--- config.mk ---
export PLATFORM = sky130hd
export DESIGN_NAME = mem_bank
export DESIGN_NICKNAME = d
export VERILOG_FILES = /design/src/source/mem_island_pkg.sv /design/src/source/mem_bank.sv
export SDC_FILE = /design/constraint.sdc
export NUM_CORES = 2
export LEC_CHECK = 0
export ABC_AREA = 1
export BUFFER_PORTS_ARGS = -buffer_cell sky130_fd_sc_hd__buf_4
export CORE_ASPECT_RATIO = 1.25
export CORE_MARGIN = 4
export CORE_UTILIZATION = 50
export DETAILED_ROUTE_END_ITERATION = 12
export MAX_ROUTING_LAYER = met4
export PLACE_DENSITY_LB_ADDON = 0.2
export SLEW_MARGIN = 20
export SYNTH_ARGS = -nofsm -noshare
export SYNTH_HDL_FRONTEND = slang
export SYNTH_SLANG_ARGS = --single-unit
--- constraint.sdc ---
create_clock -name clk_i -period 1.5 [get_ports clk_i]
set_clock_uncertainty 0.15 [all_clocks]
set_input_delay 0.15 -clock clk_i [delete_from_list [all_inputs] [get_ports clk_i]]
set_output_delay 0.15 -clock clk_i [all_outputs]
set_load 0.01 [all_outputs]
--- src/source/mem_island_pkg.sv ---
package mem_island_pkg;

    // ----------------------------------------
    // Data path geometry
    // ----------------------------------------
    localparam int unsigned NARROW_DW = 32;
    localparam int unsigned NARROW_BE = NARROW_DW / 8;
    localparam int unsigned WIDE_DW   = 128;
    localparam int unsigned WIDE_BE   = WIDE_DW / 8;

    // Banking, four narrow banks make one wide word
    localparam int unsigned NUM_BANKS       = 8;
    localparam int unsigned BANKS_PER_GROUP = WIDE_DW / NARROW_DW;
    localparam int unsigned NUM_GROUPS      = NUM_BANKS / BANKS_PER_GROUP;
    localparam int unsigned WORDS_PER_BANK  = 64;
    localparam int unsigned IN_BANK_AW      = $clog2(WORDS_PER_BANK);

    // Requestors
    localparam int unsigned NUM_NARROW_PORTS = 2;
    localparam int unsigned PORT_SEL_W       = $clog2(NUM_NARROW_PORTS);

    // ----------------------------------------
    // Address fields
    // ----------------------------------------
    localparam int unsigned OFFSET_W    = $clog2(NARROW_BE);
    localparam int unsigned BANK_SEL_W  = $clog2(NUM_BANKS);
    localparam int unsigned PART_SEL_W  = $clog2(BANKS_PER_GROUP);
    localparam int unsigned GROUP_SEL_W = $clog2(NUM_GROUPS);
    localparam int unsigned ADDR_W      = IN_BANK_AW + BANK_SEL_W + OFFSET_W;

    // Byte address seen by either port
    // The narrow bank index is the group followed by the part
    typedef union packed {
        struct packed {
            logic [IN_BANK_AW-1:0] in_bank;
            logic [BANK_SEL_W-1:0] bank;
            logic [OFFSET_W-1:0]   offset;
        } narrow;
        struct packed {
            logic [IN_BANK_AW-1:0]  in_bank;
            logic [GROUP_SEL_W-1:0] group;
            logic [PART_SEL_W-1:0]  part;
            logic [OFFSET_W-1:0]    offset;
        } wide;
    } mem_addr_u;

endpackage

--- src/source/mem_bank.sv ---
`timescale 1ns/1ps

module mem_bank import mem_island_pkg::*; (
    input  logic                  clk_i,
    input  logic                  arst_n_i,
    input  logic                  en_i,
    input  logic                  we_i,
    input  logic [IN_BANK_AW-1:0] addr_i,
    input  logic [NARROW_DW-1:0]  wdata_i,
    input  logic [NARROW_BE-1:0]  be_i,
    output logic [NARROW_DW-1:0]  rdata_o
);

    logic [NARROW_DW-1:0] mem_q [WORDS_PER_BANK];
    logic [NARROW_DW-1:0] rdata_q;

    // Byte-enabled write
    always_ff @(posedge clk_i) begin
        if (en_i && we_i) begin
            for (int i = 0; i < NARROW_BE; i++) begin
                if (be_i[i]) begin
                    mem_q[addr_i][i*8 +: 8] <= wdata_i[i*8 +: 8];
                end
            end
        end
    end

    // Registered read, a write answers with zero
    always_ff @(posedge clk_i or negedge arst_n_i) begin
        if (!arst_n_i) begin
            rdata_q <= '0;
        end else if (en_i) begin
            rdata_q <= we_i ? '0 : mem_q[addr_i];
        end
    end

    assign rdata_o = rdata_q;

endmodule

==> summary.txt <==
Status -> finished with violations
Failing checks -> negative hold slack, negative setup slack
Slew Viols, Final -> 0
Initial Util -> 50.5%
Hold path startpoint -> we_i
Antenna Nets Post-Route -> 0
Post-synth cell types -> 20
Final worst slack -> -0.323 ns
Clock power share -> 40.4%
Reg-to-reg startpoint -> mem_q[26][30]
Final WL -> 258 mm
Power Dens Cells -> 1140 mW/mm2
Synth warn -> 0
Critical-path top delay cell -> dfrtp_2
Switching power -> 27.7 mW
Crit path DAT -> 1.52 ns
GR Util All Layers -> 28.9%
F_max -> 548 MHz
Post-DR vias/cell -> 5.28
H-Tree Depth -> 4
Gate power share -> 7.4%
Final hold slack -> -0.00650 ns
Hold Buf Count CTS -> 46
Maxcap violations -> 0
Setup TNS -> -8.30 ns
Final Hold Fails -> 12
Final nets -> 9470
HP Class -> in2reg
Register bit total from synthesis -> 2080
Fin crit share -> 122%
Crit path kind -> reg2out
Clock slew seen by the registers of the worst setup and hold paths -> 0.07 ns
Die ar. -> 0.183 mm2
Vias in the first global route -> 60.5k
Family with the most delay on the worst path -> flip-flops
Worst Setup SP -> rdata_o[10]
Initial antenna violation count -> 17
Post-Synthesis Cell Area -> 0.0881 mm2
Gp weighted congestion -> 0.946
Critical Path RT -> 1.20 ns
CP Launch Type -> flop
Pint -> 95.3 mW
IO Pins -> 78
Commonest non-fill, non-tap cells in the layout -> nand2_1, edfxtp_1, buf_4
Overflow after GRT -> 0
Relative slew margins -> 38.5%
Register area share after synthesis -> 70.7%
Pre-antenna DRT Iters -> 6
Sink Count -> 2080
Worst-path fanout max -> 2
First-pass GRT wire length -> 383 mm
Root Buffer -> clkbuf_16
Crit path buf inv count -> 1
Worst vdd ir -> 1140 uV
Flop pwr share -> 52.2%
CTS Buf Count -> 195
WL/cell -> 21.6 um
CTS tree -> yes
Worst-Skew Late Latency -> 0.85 ns
Detailed Place HPWL -> 168 mm
Pin count of the biggest net entering global routing -> 79
Via Count -> 63.0k
Worst setup EP type -> output pin
Mean Syn Cell Area -> 9.98 um2
Unrepaired setup endpoints after global routing -> true
Die span in y -> 477 um
Mapped Nets -> 8872
Post-route DRC violation count -> 0
Buffers added on ports -> 77
Lkg Pwr -> 45.1 nW
Area grow syn2layout -> 23.0%
Cell count after placement -> 11.5k
Final cell count without fillers -> 11.9k
Final-layout fill cell count -> 13.8k
Minimum clock period -> 1.82 ns
Critical-path cell list -> buf_6
Clock Tree Buf Depth -> 3
Post-Syn Instances -> 8826
Commonest non-fill, non-tap cell in the layout -> nand2_1
Delay of the slowest critical-path stage -> 0.51 ns
Die Width -> 383 um
Switching part of the total power -> 22.5%
Setup WS pre-CTS -> -0.794 ns
DR iter-0 viols -> 7044
Tightest Pin Transition -> 0.923 ns
Row count -> 171
Endpoints failing setup -> 41
Core area -> 0.174 mm2
Fraction of layout cells with a size suffix above 1 -> 17.5%
-- worst paths after layout --
kind	slack (ns)	endpoint	cells past startpoint
setup / recovery	-0.32	rdata_o[10]	1
hold / removal	-0.007	mem_q[7][29]	5
setup reg to reg	-0.11	rdata_o[30]	9
hold reg to reg	0.38	rdata_o[29]	2
max in group asynchronous	0.34	rdata_o[27]	3
min in group asynchronous	0.31	rdata_o[6]	3
-- state kept, by name, summed over array words and instances (netlist names) --
| register | cells |
|---|---|
| mem_q | 2048 |
| rdata_o | 32 |
-- synth_stat cells --
cell type / instances / area, um2
buf_4: 2 / 15.0
clkinv_2: 1 / 5.00
o21ai_0: 1 / 5.00
dfrtp_1: 32 / 801
inv_1: 17 / 63.8
or2_2: 4 / 25.0
buf_2: 271 / 1360
inv_2: 5 / 18.8
nor2_2: 7 / 43.8
clkbuf_1: 137 / 514
buf_1: 49 / 184
nor2_1: 333 / 1250
nand2_1: 5887 / 22100
o211ai_1: 7 / 52.6
buf_6: 1 / 11.3
or2_0: 1 / 6.26
edfxtp_1: 2048 / 61500
nand3_1: 9 / 45.0
o21ai_1: 6 / 30.0
nor3_1: 8 / 40.0
-- power groups by stage --
| stage | registers [mW] | logic (mW) | clock network, mW |
|---|---|---|---|
| 6_report | 64.2 | 9.06 | 49.7 |
| 5_1_grt | 64.2 | 9.90 | 52.9 |
| 4_1_cts | 64.2 | 8.90 | 50.3 |
| 3_5_place_dp | 65.4 | 8.52 | 0 |
| 3_3_place_gp | 65.4 | 8.44 | 0 |
| 2_1_floorplan | 65.4 | 4.23 | 0 |
-- cell type report --
type / count / area [um2] / share of cell area [%]
clock inverter: 106 / 1160 / 1.07
sequential: 2080 / 62300 / 57.6
multi-input combinational: 6263 / 25500 / 23.5
clock buffer: 249 / 5210 / 4.81
antenna: 11 / 27.5 / 0.0254
inverter: 23 / 118 / 0.109
tap: 2335 / 2920 / 2.70
timing repair buffer: 861 / 11100 / 10.2
-- metal layers --
| layer | GRT usage [%] | part of all wire [%] | wire length [um] |
|---|---|---|---|
| met1 | 38.2 | 40 | 103000 |
| met2 | 44.4 | 47 | 121000 |
| met3 | 5.07 | 8.6 | 22200 |
| met4 | 12.1 | 4.6 | 12000 |
| met5 | - | 0 | 0 |
-- timing repair --
| item | CTS | global route |
|---|---|---|
| endpoints found under the setup margin | 63 | 87 |
| endpoints found under the hold margin | 2410 | 16 |
| gates resized for setup | 194 | 179 |
| pin swaps | 59 | 211 |
| buffers inserted | 9 | 4 |
-- kinds of logic (layout without fill, tap and decap cells) --
family	Yosys count	in the layout	share of synthesized area, %
buf+inv	483	1239	2.46
simple gates	6249	6249	26.7
other cells	0	11	0
compound gates	14	14	0.0995
flops	2080	2080	70.7
-- per-stage QoR --
stage	utilization (%)	area (um2)	power, mW
detailed placement	57.5	100000	73.9
finish	62.1	108000	123
global placement	57.5	100000	73.9
global route	62.1	108000	127
CTS	61.8	108000	123
floorplan	-	89100	69.6
Power figures use the tool's default switching activity.
