**config.mk**
```make
export PLATFORM = sky130hd
export DESIGN_NAME = bank_group_arbiter
export DESIGN_NICKNAME = d
export VERILOG_FILES = /design/src/source/mem_island_pkg.sv /design/src/source/bank_group_arbiter.sv
export SDC_FILE = /design/constraint.sdc
export NUM_CORES = 1
export LEC_CHECK = 0
export BUFFER_PORTS_ARGS = -buffer_cell sky130_fd_sc_hd__buf_2
export CORE_AREA = 5 5 298 300
export CTS_CLUSTER_DIAMETER = 50
export CTS_CLUSTER_SIZE = 20
export DETAILED_ROUTE_END_ITERATION = 10
export DIE_AREA = 0 0 303 305
export GPL_TIMING_DRIVEN = 1
export PLACE_DENSITY = 0.35
export REMOVE_ABC_BUFFERS = 1
export SLEW_MARGIN = 20
export SYNTH_ARGS = -nofsm -noshare
export SYNTH_HDL_FRONTEND = slang
export SYNTH_SLANG_ARGS = --single-unit
```
**constraint.sdc**
```tcl
create_clock -name clk_i -period 1.3 [get_ports clk_i]
set_input_delay 0.065 -clock clk_i [delete_from_list [all_inputs] [get_ports clk_i]]
set_output_delay 0.065 -clock clk_i [all_outputs]
set_load 0.03 [all_outputs]
```
**src/source/mem_island_pkg.sv**
```systemverilog
package mem_island_pkg;

    // ----------------------------------------
    // Data path geometry
    // ----------------------------------------
    localparam int unsigned NARROW_DW = 32;
    localparam int unsigned NARROW_BE = NARROW_DW / 8;
    localparam int unsigned WIDE_DW   = 128;
    localparam int unsigned WIDE_BE   = WIDE_DW / 8;

    // Banking, four narrow banks make one wide word
    localparam int unsigned NUM_BANKS       = 8;
    localparam int unsigned BANKS_PER_GROUP = WIDE_DW / NARROW_DW;
    localparam int unsigned NUM_GROUPS      = NUM_BANKS / BANKS_PER_GROUP;
    localparam int unsigned WORDS_PER_BANK  = 64;
    localparam int unsigned IN_BANK_AW      = $clog2(WORDS_PER_BANK);

    // Requestors
    localparam int unsigned NUM_NARROW_PORTS = 2;
    localparam int unsigned PORT_SEL_W       = $clog2(NUM_NARROW_PORTS);

    // ----------------------------------------
    // Address fields
    // ----------------------------------------
    localparam int unsigned OFFSET_W    = $clog2(NARROW_BE);
    localparam int unsigned BANK_SEL_W  = $clog2(NUM_BANKS);
    localparam int unsigned PART_SEL_W  = $clog2(BANKS_PER_GROUP);
    localparam int unsigned GROUP_SEL_W = $clog2(NUM_GROUPS);
    localparam int unsigned ADDR_W      = IN_BANK_AW + BANK_SEL_W + OFFSET_W;

    // Byte address seen by either port
    // The narrow bank index is the group followed by the part
    typedef union packed {
        struct packed {
            logic [IN_BANK_AW-1:0] in_bank;
            logic [BANK_SEL_W-1:0] bank;
            logic [OFFSET_W-1:0]   offset;
        } narrow;
        struct packed {
            logic [IN_BANK_AW-1:0]  in_bank;
            logic [GROUP_SEL_W-1:0] group;
            logic [PART_SEL_W-1:0]  part;
            logic [OFFSET_W-1:0]    offset;
        } wide;
    } mem_addr_u;

endpackage

```
**src/source/bank_group_arbiter.sv**
```systemverilog
`timescale 1ns/1ps

module bank_group_arbiter import mem_island_pkg::*; (
    input  logic                                        clk_i,
    input  logic                                        arst_n_i,
    // Narrow requests for this group
    input  logic [BANKS_PER_GROUP-1:0]                  bnreq_valid_i,
    input  logic [BANKS_PER_GROUP-1:0][IN_BANK_AW-1:0]  bnreq_addr_i,
    input  logic [BANKS_PER_GROUP-1:0]                  bnreq_we_i,
    input  logic [BANKS_PER_GROUP-1:0][NARROW_DW-1:0]   bnreq_wdata_i,
    input  logic [BANKS_PER_GROUP-1:0][NARROW_BE-1:0]   bnreq_be_i,
    output logic [BANKS_PER_GROUP-1:0]                  bnreq_gnt_o,
    // Wide request
    input  logic                                        gwreq_valid_i,
    input  logic [IN_BANK_AW-1:0]                       wreq_addr_i,
    input  logic                                        wreq_we_i,
    input  logic [WIDE_DW-1:0]                          wreq_wdata_i,
    input  logic [WIDE_BE-1:0]                          wreq_be_i,
    output logic                                        gwreq_gnt_o,
    // Bank side
    output logic [BANKS_PER_GROUP-1:0]                  bank_en_o,
    output logic [BANKS_PER_GROUP-1:0]                  bank_we_o,
    output logic [BANKS_PER_GROUP-1:0][IN_BANK_AW-1:0]  bank_addr_o,
    output logic [BANKS_PER_GROUP-1:0][NARROW_DW-1:0]   bank_wdata_o,
    output logic [BANKS_PER_GROUP-1:0][NARROW_BE-1:0]   bank_be_o,
    input  logic [BANKS_PER_GROUP-1:0][NARROW_DW-1:0]   bank_rdata_i,
    output logic [WIDE_DW-1:0]                          wrdata_o
);

    logic starve_q;
    logic wide_own_q;
    logic narrow_any;

    // ----------------------------------------
    // Wide vs narrow priority
    // ----------------------------------------
    assign narrow_any = |bnreq_valid_i;

    // Wide wins unless narrow traffic was already pushed back once
    assign gwreq_gnt_o = gwreq_valid_i && !(starve_q && narrow_any);
    assign bnreq_gnt_o = gwreq_gnt_o ? '0 : bnreq_valid_i;

    always_ff @(posedge clk_i or negedge arst_n_i) begin
        if (!arst_n_i) begin
            starve_q   <= 1'b0;
            wide_own_q <= 1'b0;
        end else begin
            if (|bnreq_gnt_o) begin
                starve_q <= 1'b0;
            end else if (narrow_any && gwreq_gnt_o) begin
                starve_q <= 1'b1;
            end
            wide_own_q <= gwreq_gnt_o;
        end
    end

    // ----------------------------------------
    // Wide slicing and bank mux
    // ----------------------------------------
    always_comb begin
        for (int b = 0; b < BANKS_PER_GROUP; b++) begin
            bank_en_o[b] = gwreq_gnt_o || bnreq_gnt_o[b];
            if (gwreq_gnt_o) begin
                bank_we_o[b]    = wreq_we_i;
                bank_addr_o[b]  = wreq_addr_i;
                bank_wdata_o[b] = wreq_wdata_i[b*NARROW_DW +: NARROW_DW];
                bank_be_o[b]    = wreq_be_i[b*NARROW_BE +: NARROW_BE];
            end else begin
                bank_we_o[b]    = bnreq_we_i[b];
                bank_addr_o[b]  = bnreq_addr_i[b];
                bank_wdata_o[b] = bnreq_wdata_i[b];
                bank_be_o[b]    = bnreq_be_i[b];
            end
        end
    end

    // Part 0 lands in the low word
    assign wrdata_o = wide_own_q ? bank_rdata_i : '0;

    // ----------------------------------------
    // Checks
    // ----------------------------------------
    assert property (@(posedge clk_i) disable iff (!arst_n_i)
        !(gwreq_gnt_o && |bnreq_gnt_o));

    // A bank access needs a grant backed by a live request
    for (genvar b = 0; b < BANKS_PER_GROUP; b++) begin : g_en_chk
        assert property (@(posedge clk_i) disable iff (!arst_n_i)
            bank_en_o[b] |-> ((gwreq_gnt_o && gwreq_valid_i)
                || (bnreq_gnt_o[b] && bnreq_valid_i[b])));
    end

endmodule

```
==> qor.yml, run 1 <==
status:
  status: "complete, but fails checks"
  violations: "negative setup slack"
floorplan:
  fp.coreArea_mm2: 0.08594
  num_rows: 108
  initial_core_util_pct: 3.570
  die_x_um: 303
  dieArea_mm2: 0.09242
  top_level_ports: 767
  fp.dieH_um: 305
sta:
  clock.fmax_mhz: 523.9
  finalMaxSlewViolations: 0
  hold_viol: 0
  finalSetupViolations: 307
  slew-limit-headroom_pct: 73.53
  finalSetupTns_ns: -106.38
  final.period_utilization_pct: 146.8
  worst_pin_slew_ns: 0.3970
  worst_slack_ns: -0.6088
  fin_crit_ns: 1.909
  finalClockSkew_ns: 0.0005247
  rsz0062_at_grt: "true"
job:
  cap_violations: 0
critical_path:
  crit_family: "buffers and inverters"
  path_class: "flip-flop to output port"
  path_max_fanout: 11
  r2r_slack_ns: 0.04
  worstSetupStartpointType: "flip-flop"
  rr_worst_depth: 6
  end_kind: "output port"
  cp-startpoint: "starve_q$_DFFE_PN0P_"
  crit_required_ns: 1.24
  cp_slowest_cell: "dfrtp_1"
  worstPathCellList: "o41ai_4, nand2_4, clkinv_8, buf_16, buf_6, mux2_1, buf_2"
  critPathBufInv: 4
  cp_slowest_stage_delay_ns: 0.41
  path_depth: 7
  crit_arrival_ns: 1.84
  regToRegStartpoint: "starve_q$_DFFE_PN0P_"
place:
  gp_congestion: 0.9061
  io_buffers: 766
  dp_hpwl_um: 58680
  dp.cells: 2281
  preCtsSetupSlack_ns: -0.5956
synthesis:
  synth_compound_area_share_pct: 7.912
  synth-seq-cells: 2
  synthSimpleGateAreaFrac_pct: 30.06
  synth_cells: 356
  synthMuxAreaShare_pct: 52.85
  synthXorXnorAreaFrac_pct: 0
  syn_area_per_cell_um2: 8.618
  ys_types: 17
  ys_warn_count: 0
  synth-adder-area-share_pct: 0
  synth.yosys.seq_area_share_pct: 1.631
  syn_area_mm2: 0.003068
  synth_top_family_by_area: "multiplexers"
global_routing:
  antenna_found_initial: 122
  grt_pass1_vias: 6530
  grt_busiest_layer: "met2"
  grt_max_degree: 56
  grt_pass1_wl_um: 73050
  overflow: 0
  use_met3_pct: 5.189
  gr-usage-met2_pct: 21.27
  grt_use_total_pct: 12.35
  gr-usage-met1_pct: 14.85
clock_network:
  clock_sinks: 2
  clock_path_buffers: 2
  htreeDepth: 1
  worstSkewPairLatency_ns: 0.22
  cts_made_buffers: 3
  cts_root_buf: "clkbuf_16"
  clk_pin_slew_worst_paths_ns: 0.03
  cts_tree: "built"
final_layout:
  layout.nets: 1605
  nFillCells: 10150
  drive_above_1_share_pct: 83.51
  final-instance-count-excl-fill: 2333
  area_growth_pct: 216.6
detailed_routing:
  num_vias: 6458
  drc: 0
  drt-initial-drc-count: 176
  via_per_inst: 2.768
  wl_per_cell_um: 26.82
  drt_wl_total_um: 62560
  antenna_left: 0
  drt_pass1_iterations: 4
power_and_ir_drop:
  power_mw: 5.745
  leakage_nw: 5.083
  power_per_cell_area_mw_per_mm2: 591.6
  ir_drop_v: 0.0003952
hold_path:
  hp-class: "input port to flip-flop"
  min_path_cells: 4
  hp-start: "bnreq_valid_i[0]"
[flip-flops by register name (all words and copies together), names as in the netlist]
signal,flops
starve_q,1
wide_own_q,1
[layout make-up]
class | count | area [um^2] | share of cell area [%]
inverter | 1 | 16.27 | 0.1675
multi-input combinational | 321 | 2953 | 30.40
antenna | 32 | 80.08 | 0.8245
clock buffer | 4 | 78.83 | 0.8116
timing repair buffer | 818 | 5085 | 52.36
sequential | 2 | 53.80 | 0.5540
tap | 1155 | 1445 | 14.88
[cells in the mapped netlist]
cell	count	area [um^2]
a21o_1	28	210.2
and2_1	132	825.8
and3_1	7	43.79
buf_12	1	20.02
buf_4	9	67.56
buf_8	5	75.07
clkbuf_1	17	63.81
clkinv_2	1	5.000
dfrtp_1	2	50.05
mux2_1	49	551.8
mux2_2	95	1070
nand2_1	1	3.750
nand2_4	1	11.26
nand2b_1	5	31.28
nor4_1	1	6.260
o21ai_0	1	5.000
o41ai_4	1	27.53
[timing repair]
action,in CTS,in global routing
cloned,0,5
setup endpoints to repair,309,309
gates resized for setup,108,167
buffers inserted,2,8
endpoints found under the hold margin,2,0
pin swaps,0,1
hold buffers,1,0
[metrics by stage]
stage / area [um^2] / utilization [%] / hold WS [ns]
floorplan: 2841 / - / -0.2306
global placement: 8588 / 9.993 / -0.1399
detailed placement: 8588 / 9.993 / -0.1408
CTS: 9014 / 10.49 / 0.2210
global route: 9662 / 11.24 / 0.2449
finish: 9712 / 11.30 / 0.2227
[report_power, final]
| part | total, mW | switching [mW] | leakage [nW] | internal (mW) |
|---|---|---|---|---|
| Combinational | 5.18 | 2.99 | 5.02 | 2.19 |
| Sequential | 0.0878 | 0.0179 | 0.0237 | 0.0699 |
| Clock | 0.474 | 0.0707 | 0.0384 | 0.403 |
[metal layers]
metal / part of all wire, % / vias to the layer above
met5: 0.32 / -
met4: 2.4 / 28
li1: - / 2855
met2: 46 / 592
met1: 40 / 2859
met3: 10 / 124
[path summary, 6_finish.rpt]
check	endpoint
max in group asynchronous	wide_own_q$_DFF_PN0_
setup reg to reg	wide_own_q$_DFF_PN0_
min in group asynchronous	wide_own_q$_DFF_PN0_
hold / removal	starve_q$_DFFE_PN0P_
hold reg to reg	starve_q$_DFFE_PN0P_
setup / recovery	bank_wdata_o[53]
[cell usage in the layout, fill, tap and decap left out, drive strengths merged, types with 2 or more instances in the layout]
cell type / n
diode: 32
dfrtp: 2
buf: 812
and2: 132
and3: 7
mux2: 144
nand2: 2
a21o: 28
nand2b: 5
clkbuf: 9
[kinds of logic (layout without fill, tap and decap cells)]
logic type      count (synthesis)  after routing
mux                           144            144
compound gates                 30             30
other cells                     0             32
flops                           2              2
simple gates                  147            147
buf+inv                        33            823
[worst reg2reg max path, stage by stage, from the launching register on]
cell and delay [ns]:
dfrtp_1 0.40, o41ai_4 0.13, nand2_4 0.11, clkinv_8 0.09, buf_12 0.16, buf_12 0.15, buf_6 0.12
No activity file was read; power rests on OpenSTA's default activity.
==> run 2: changes to the inputs <==
==> constraint.sdc (replaced) <==
create_clock -name clk_i -period 1.3 [get_ports clk_i]
set_input_delay 0.13 -clock clk_i [delete_from_list [all_inputs] [get_ports clk_i]]
set_output_delay 0.13 -clock clk_i [all_outputs]
set_load 0.03 [all_outputs]
==> run 2 against run 1 <==
  * The run still ends with negative setup slack left
  * Clock power increased by 0.8%
  * Sequential power decreased by 7.5%
  * Routed wire length grew 2.0%
  * Clock skew increased by 0.00098 ns
  * Sequential share of layout area about the same
  * Critical endpoint is now bank_be_o[5]
  * Flip-flop and latch count did not move
  * Via count up 0.37%
  * Hold slack better by 0.077 ns
  * Design area is 8.1% higher
  * Fmax is 1.8% lower
==> qor.yml, run 2 (synthesis gave the netlist of run 1 again) <==
status:
  status: "complete, but fails checks"
  violations: "negative setup slack"
floorplan:
  top_level_ports: 767  # unchanged
  dieArea_mm2: 0.09242  # unchanged
  fp.coreArea_mm2: 0.08594  # unchanged
  initial_core_util_pct: 3.570  # unchanged
  fp.dieH_um: 305  # unchanged
  num_rows: 108  # unchanged
  die_x_um: 303  # unchanged
final_layout:
  layout.nets: 1603  # -0.12%
  nFillCells: 10073  # -0.76%
  drive_above_1_share_pct: 84.27  # +0.76 points
  area_growth_pct: 242.3
  multi_input_area_mm2: 0.003241  # +9.7%
  reg_top3: "starve_q (1), wide_own_q (1)"
  layout_common_cells: "buf_2 (619), buf_6 (137), and2_1 (132), mux2_4 (121), a21o_1 (28)"
  seqCellArea_um2: 53.80  # unchanged
  mostFrequentLayoutCell: "buf_2"
  final_util_pct: 12.22  # +0.92 points
  fin_area_mm2: 0.01050  # +8.1%
sta:
  rsz0062_at_grt: "true"
  hold_viol: 0  # unchanged
  clock.fmax_mhz: 514.4  # -1.8%
  fin_crit_ns: 1.944  # +0.03511 ns
  slew-limit-headroom_pct: 72.63  # -0.90 points
  finalClockSkew_ns: 0.001509  # +0.0009839 ns
  worst_pin_slew_ns: 0.4106  # +0.01352 ns
  final.period_utilization_pct: 149.5  # +2.7 points
  finalMaxSlewViolations: 0  # unchanged
  worst_slack_ns: -0.6439  # -0.03511 ns
  finalSetupViolations: 309  # +0.65%
detailed_routing:
  drt-initial-drc-count: 186  # +5.7%
  wl_per_cell_um: 27.47  # +2.4%
  antenna_left: 0  # unchanged
  drt_wl_total_um: 63850  # +2.0%
  drc: 0  # unchanged
  num_vias: 6482  # +0.37%
  via_per_inst: 2.789  # +0.76%
  drt_pass1_iterations: 4  # unchanged
clock_network:
  cts_made_buffers: 3  # unchanged
  cts_tree: "built"
  worstSkewPairLatency_ns: 0.22  # about the same
  htreeDepth: 1  # unchanged
  clock_sinks: 2  # unchanged
  clock_path_buffers: 2  # unchanged
  cts_root_buf: "clkbuf_16"
  clk_pin_slew_worst_paths_ns: 0.03  # about the same
critical_path:
  cp_slowest_stage_delay_ns: 0.40  # about the same
  cp_slowest_cell: "dfrtp_1"
  end_kind: "output port"
  crit_required_ns: 1.17  # -0.07 ns
  worstPathCellList: "o41ai_4, nand2_4, clkinv_8, buf_16, buf_8, mux2_2, buf_6"
  crit_family: "buffers and inverters"
  crit_arrival_ns: 1.81  # -0.03 ns
  path_class: "flip-flop to output port"
  worstSetupStartpointType: "flip-flop"
  critPathBufInv: 4  # unchanged
  path_max_fanout: 7  # -4
global_routing:
  overflow: 0  # unchanged
  grt_pass1_wl_um: 73630  # +0.79%
  grt_use_total_pct: 12.39  # +0.044 points
  grt_max_degree: 49  # -13%
  grt_pass1_vias: 6579  # +0.75%
  antenna_found_initial: 112  # -8.2%
place:
  dpl_cell_area_mm2: 0.008596  # about the same
  io_buffers: 766  # unchanged
  dp_hpwl_um: 58740  # about the same
  gp_congestion: 0.9049  # -0.13%
power_and_ir_drop:
  switching_share_pct: 50.75  # -2.9 points
  power_per_cell_area_mw_per_mm2: 605.4  # +2.3%
  ir_drop_v: 0.0003019  # -24%
  switchingPower_mw: 3.227  # +4.8%
  clkPwrFrac_pct: 7.5  # -0.8 points
  internal-power_mw: 3.131  # +17%
  comb_power_share_pct: 91.2  # +1.0 points
  leakage_nw: 5.609  # +10%
  p_seq_share_pct: 1.3  # -0.2 points
job:
  cap_violations: 0  # unchanged
hold_path:
  hp-class: "input port to flip-flop"
## run 2: timing repair
item	in CTS	in global routing
endpoints found under the setup margin	309	309
hold endpoints to repair	2	0
hold buffers	1	0
resized for setup	73	502
buffers inserted	0	5
pin swaps	1	1
gates cloned	0	7
## run 2: routing by layer
| layer | part of all wire (%) | up-vias | GRT usage, % |
|---|---|---|---|
| met4 | 2.1 | 26 | 1.520 |
| met3 | 11 | 127 | 4.776 |
| li1 | - | 2847 | - |
| met2 | 47 | 593 | 21.10 |
| met5 | 0.29 | - | 0 |
| met1 | 40 | 2889 | 15.25 |
## run 2: worst paths after layout
kind                       depth (start not counted)                  from  slack, ns              endpoint
setup / recovery                                   7  starve_q$_DFFE_PN0P_      -0.64          bank_be_o[5]
hold / removal                                     4      bnreq_valid_i[0]       0.30  starve_q$_DFFE_PN0P_
setup reg to reg                                   5  starve_q$_DFFE_PN0P_       0.11  wide_own_q$_DFF_PN0_
hold reg to reg                                    3  starve_q$_DFFE_PN0P_       0.66  starve_q$_DFFE_PN0P_
max in group asynchronous                          2              arst_n_i       0.80  wide_own_q$_DFF_PN0_
min in group asynchronous                          2              arst_n_i       0.38  wide_own_q$_DFF_PN0_
## run 2: power by group through the flow
stage               logic [mW]  registers, mW  clock network (mW)
global placement          4.69         0.0834                   0
floorplan                 2.52          0.109                   0
CTS                       4.87         0.0827               0.485
finish                    5.80         0.0812               0.478
detailed placement        4.68         0.0834                   0
global route              6.12         0.0822               0.502
## run 2: stage by stage
step / cells / setup WS [ns] / power, mW / setup TNS (ns) / hold slack, ns
after global placement: 2282 / -0.7260 / 4.770 / -108.02 / -0.07432
after floorplan: 324 / -2.032 / 2.630 / -376.91 / -0.1656
after global routing: 2312 / -0.7115 / 6.707 / -135.35 / 0.3714
after detailed placement: 2282 / -0.7577 / 4.767 / -113.06 / -0.06947
after CTS: 2287 / -0.7307 / 5.434 / -128.04 / 0.3081
final: 2324 / -0.6439 / 6.358 / -115.87 / 0.2992
## run 2: final cells by class
| class | count | share of cell area [%] |
|---|---|---|
| well taps | 1155 | 13.76 |
| flip-flops and latches | 2 | 0.5123 |
| inverters | 1 | 0.1549 |
| diodes | 25 | 0.5957 |
| clock buffers | 4 | 0.7506 |
| repair buffers | 816 | 53.37 |
| multi-input cells | 321 | 30.86 |
## run 2: worst register-to-register path, delay by kind of cell (launching register included)
family | cells | cell delay, ns
buf+inv | 3 | 0.45
flops | 1 | 0.38
compound gates | 1 | 0.13
simple gates | 1 | 0.12
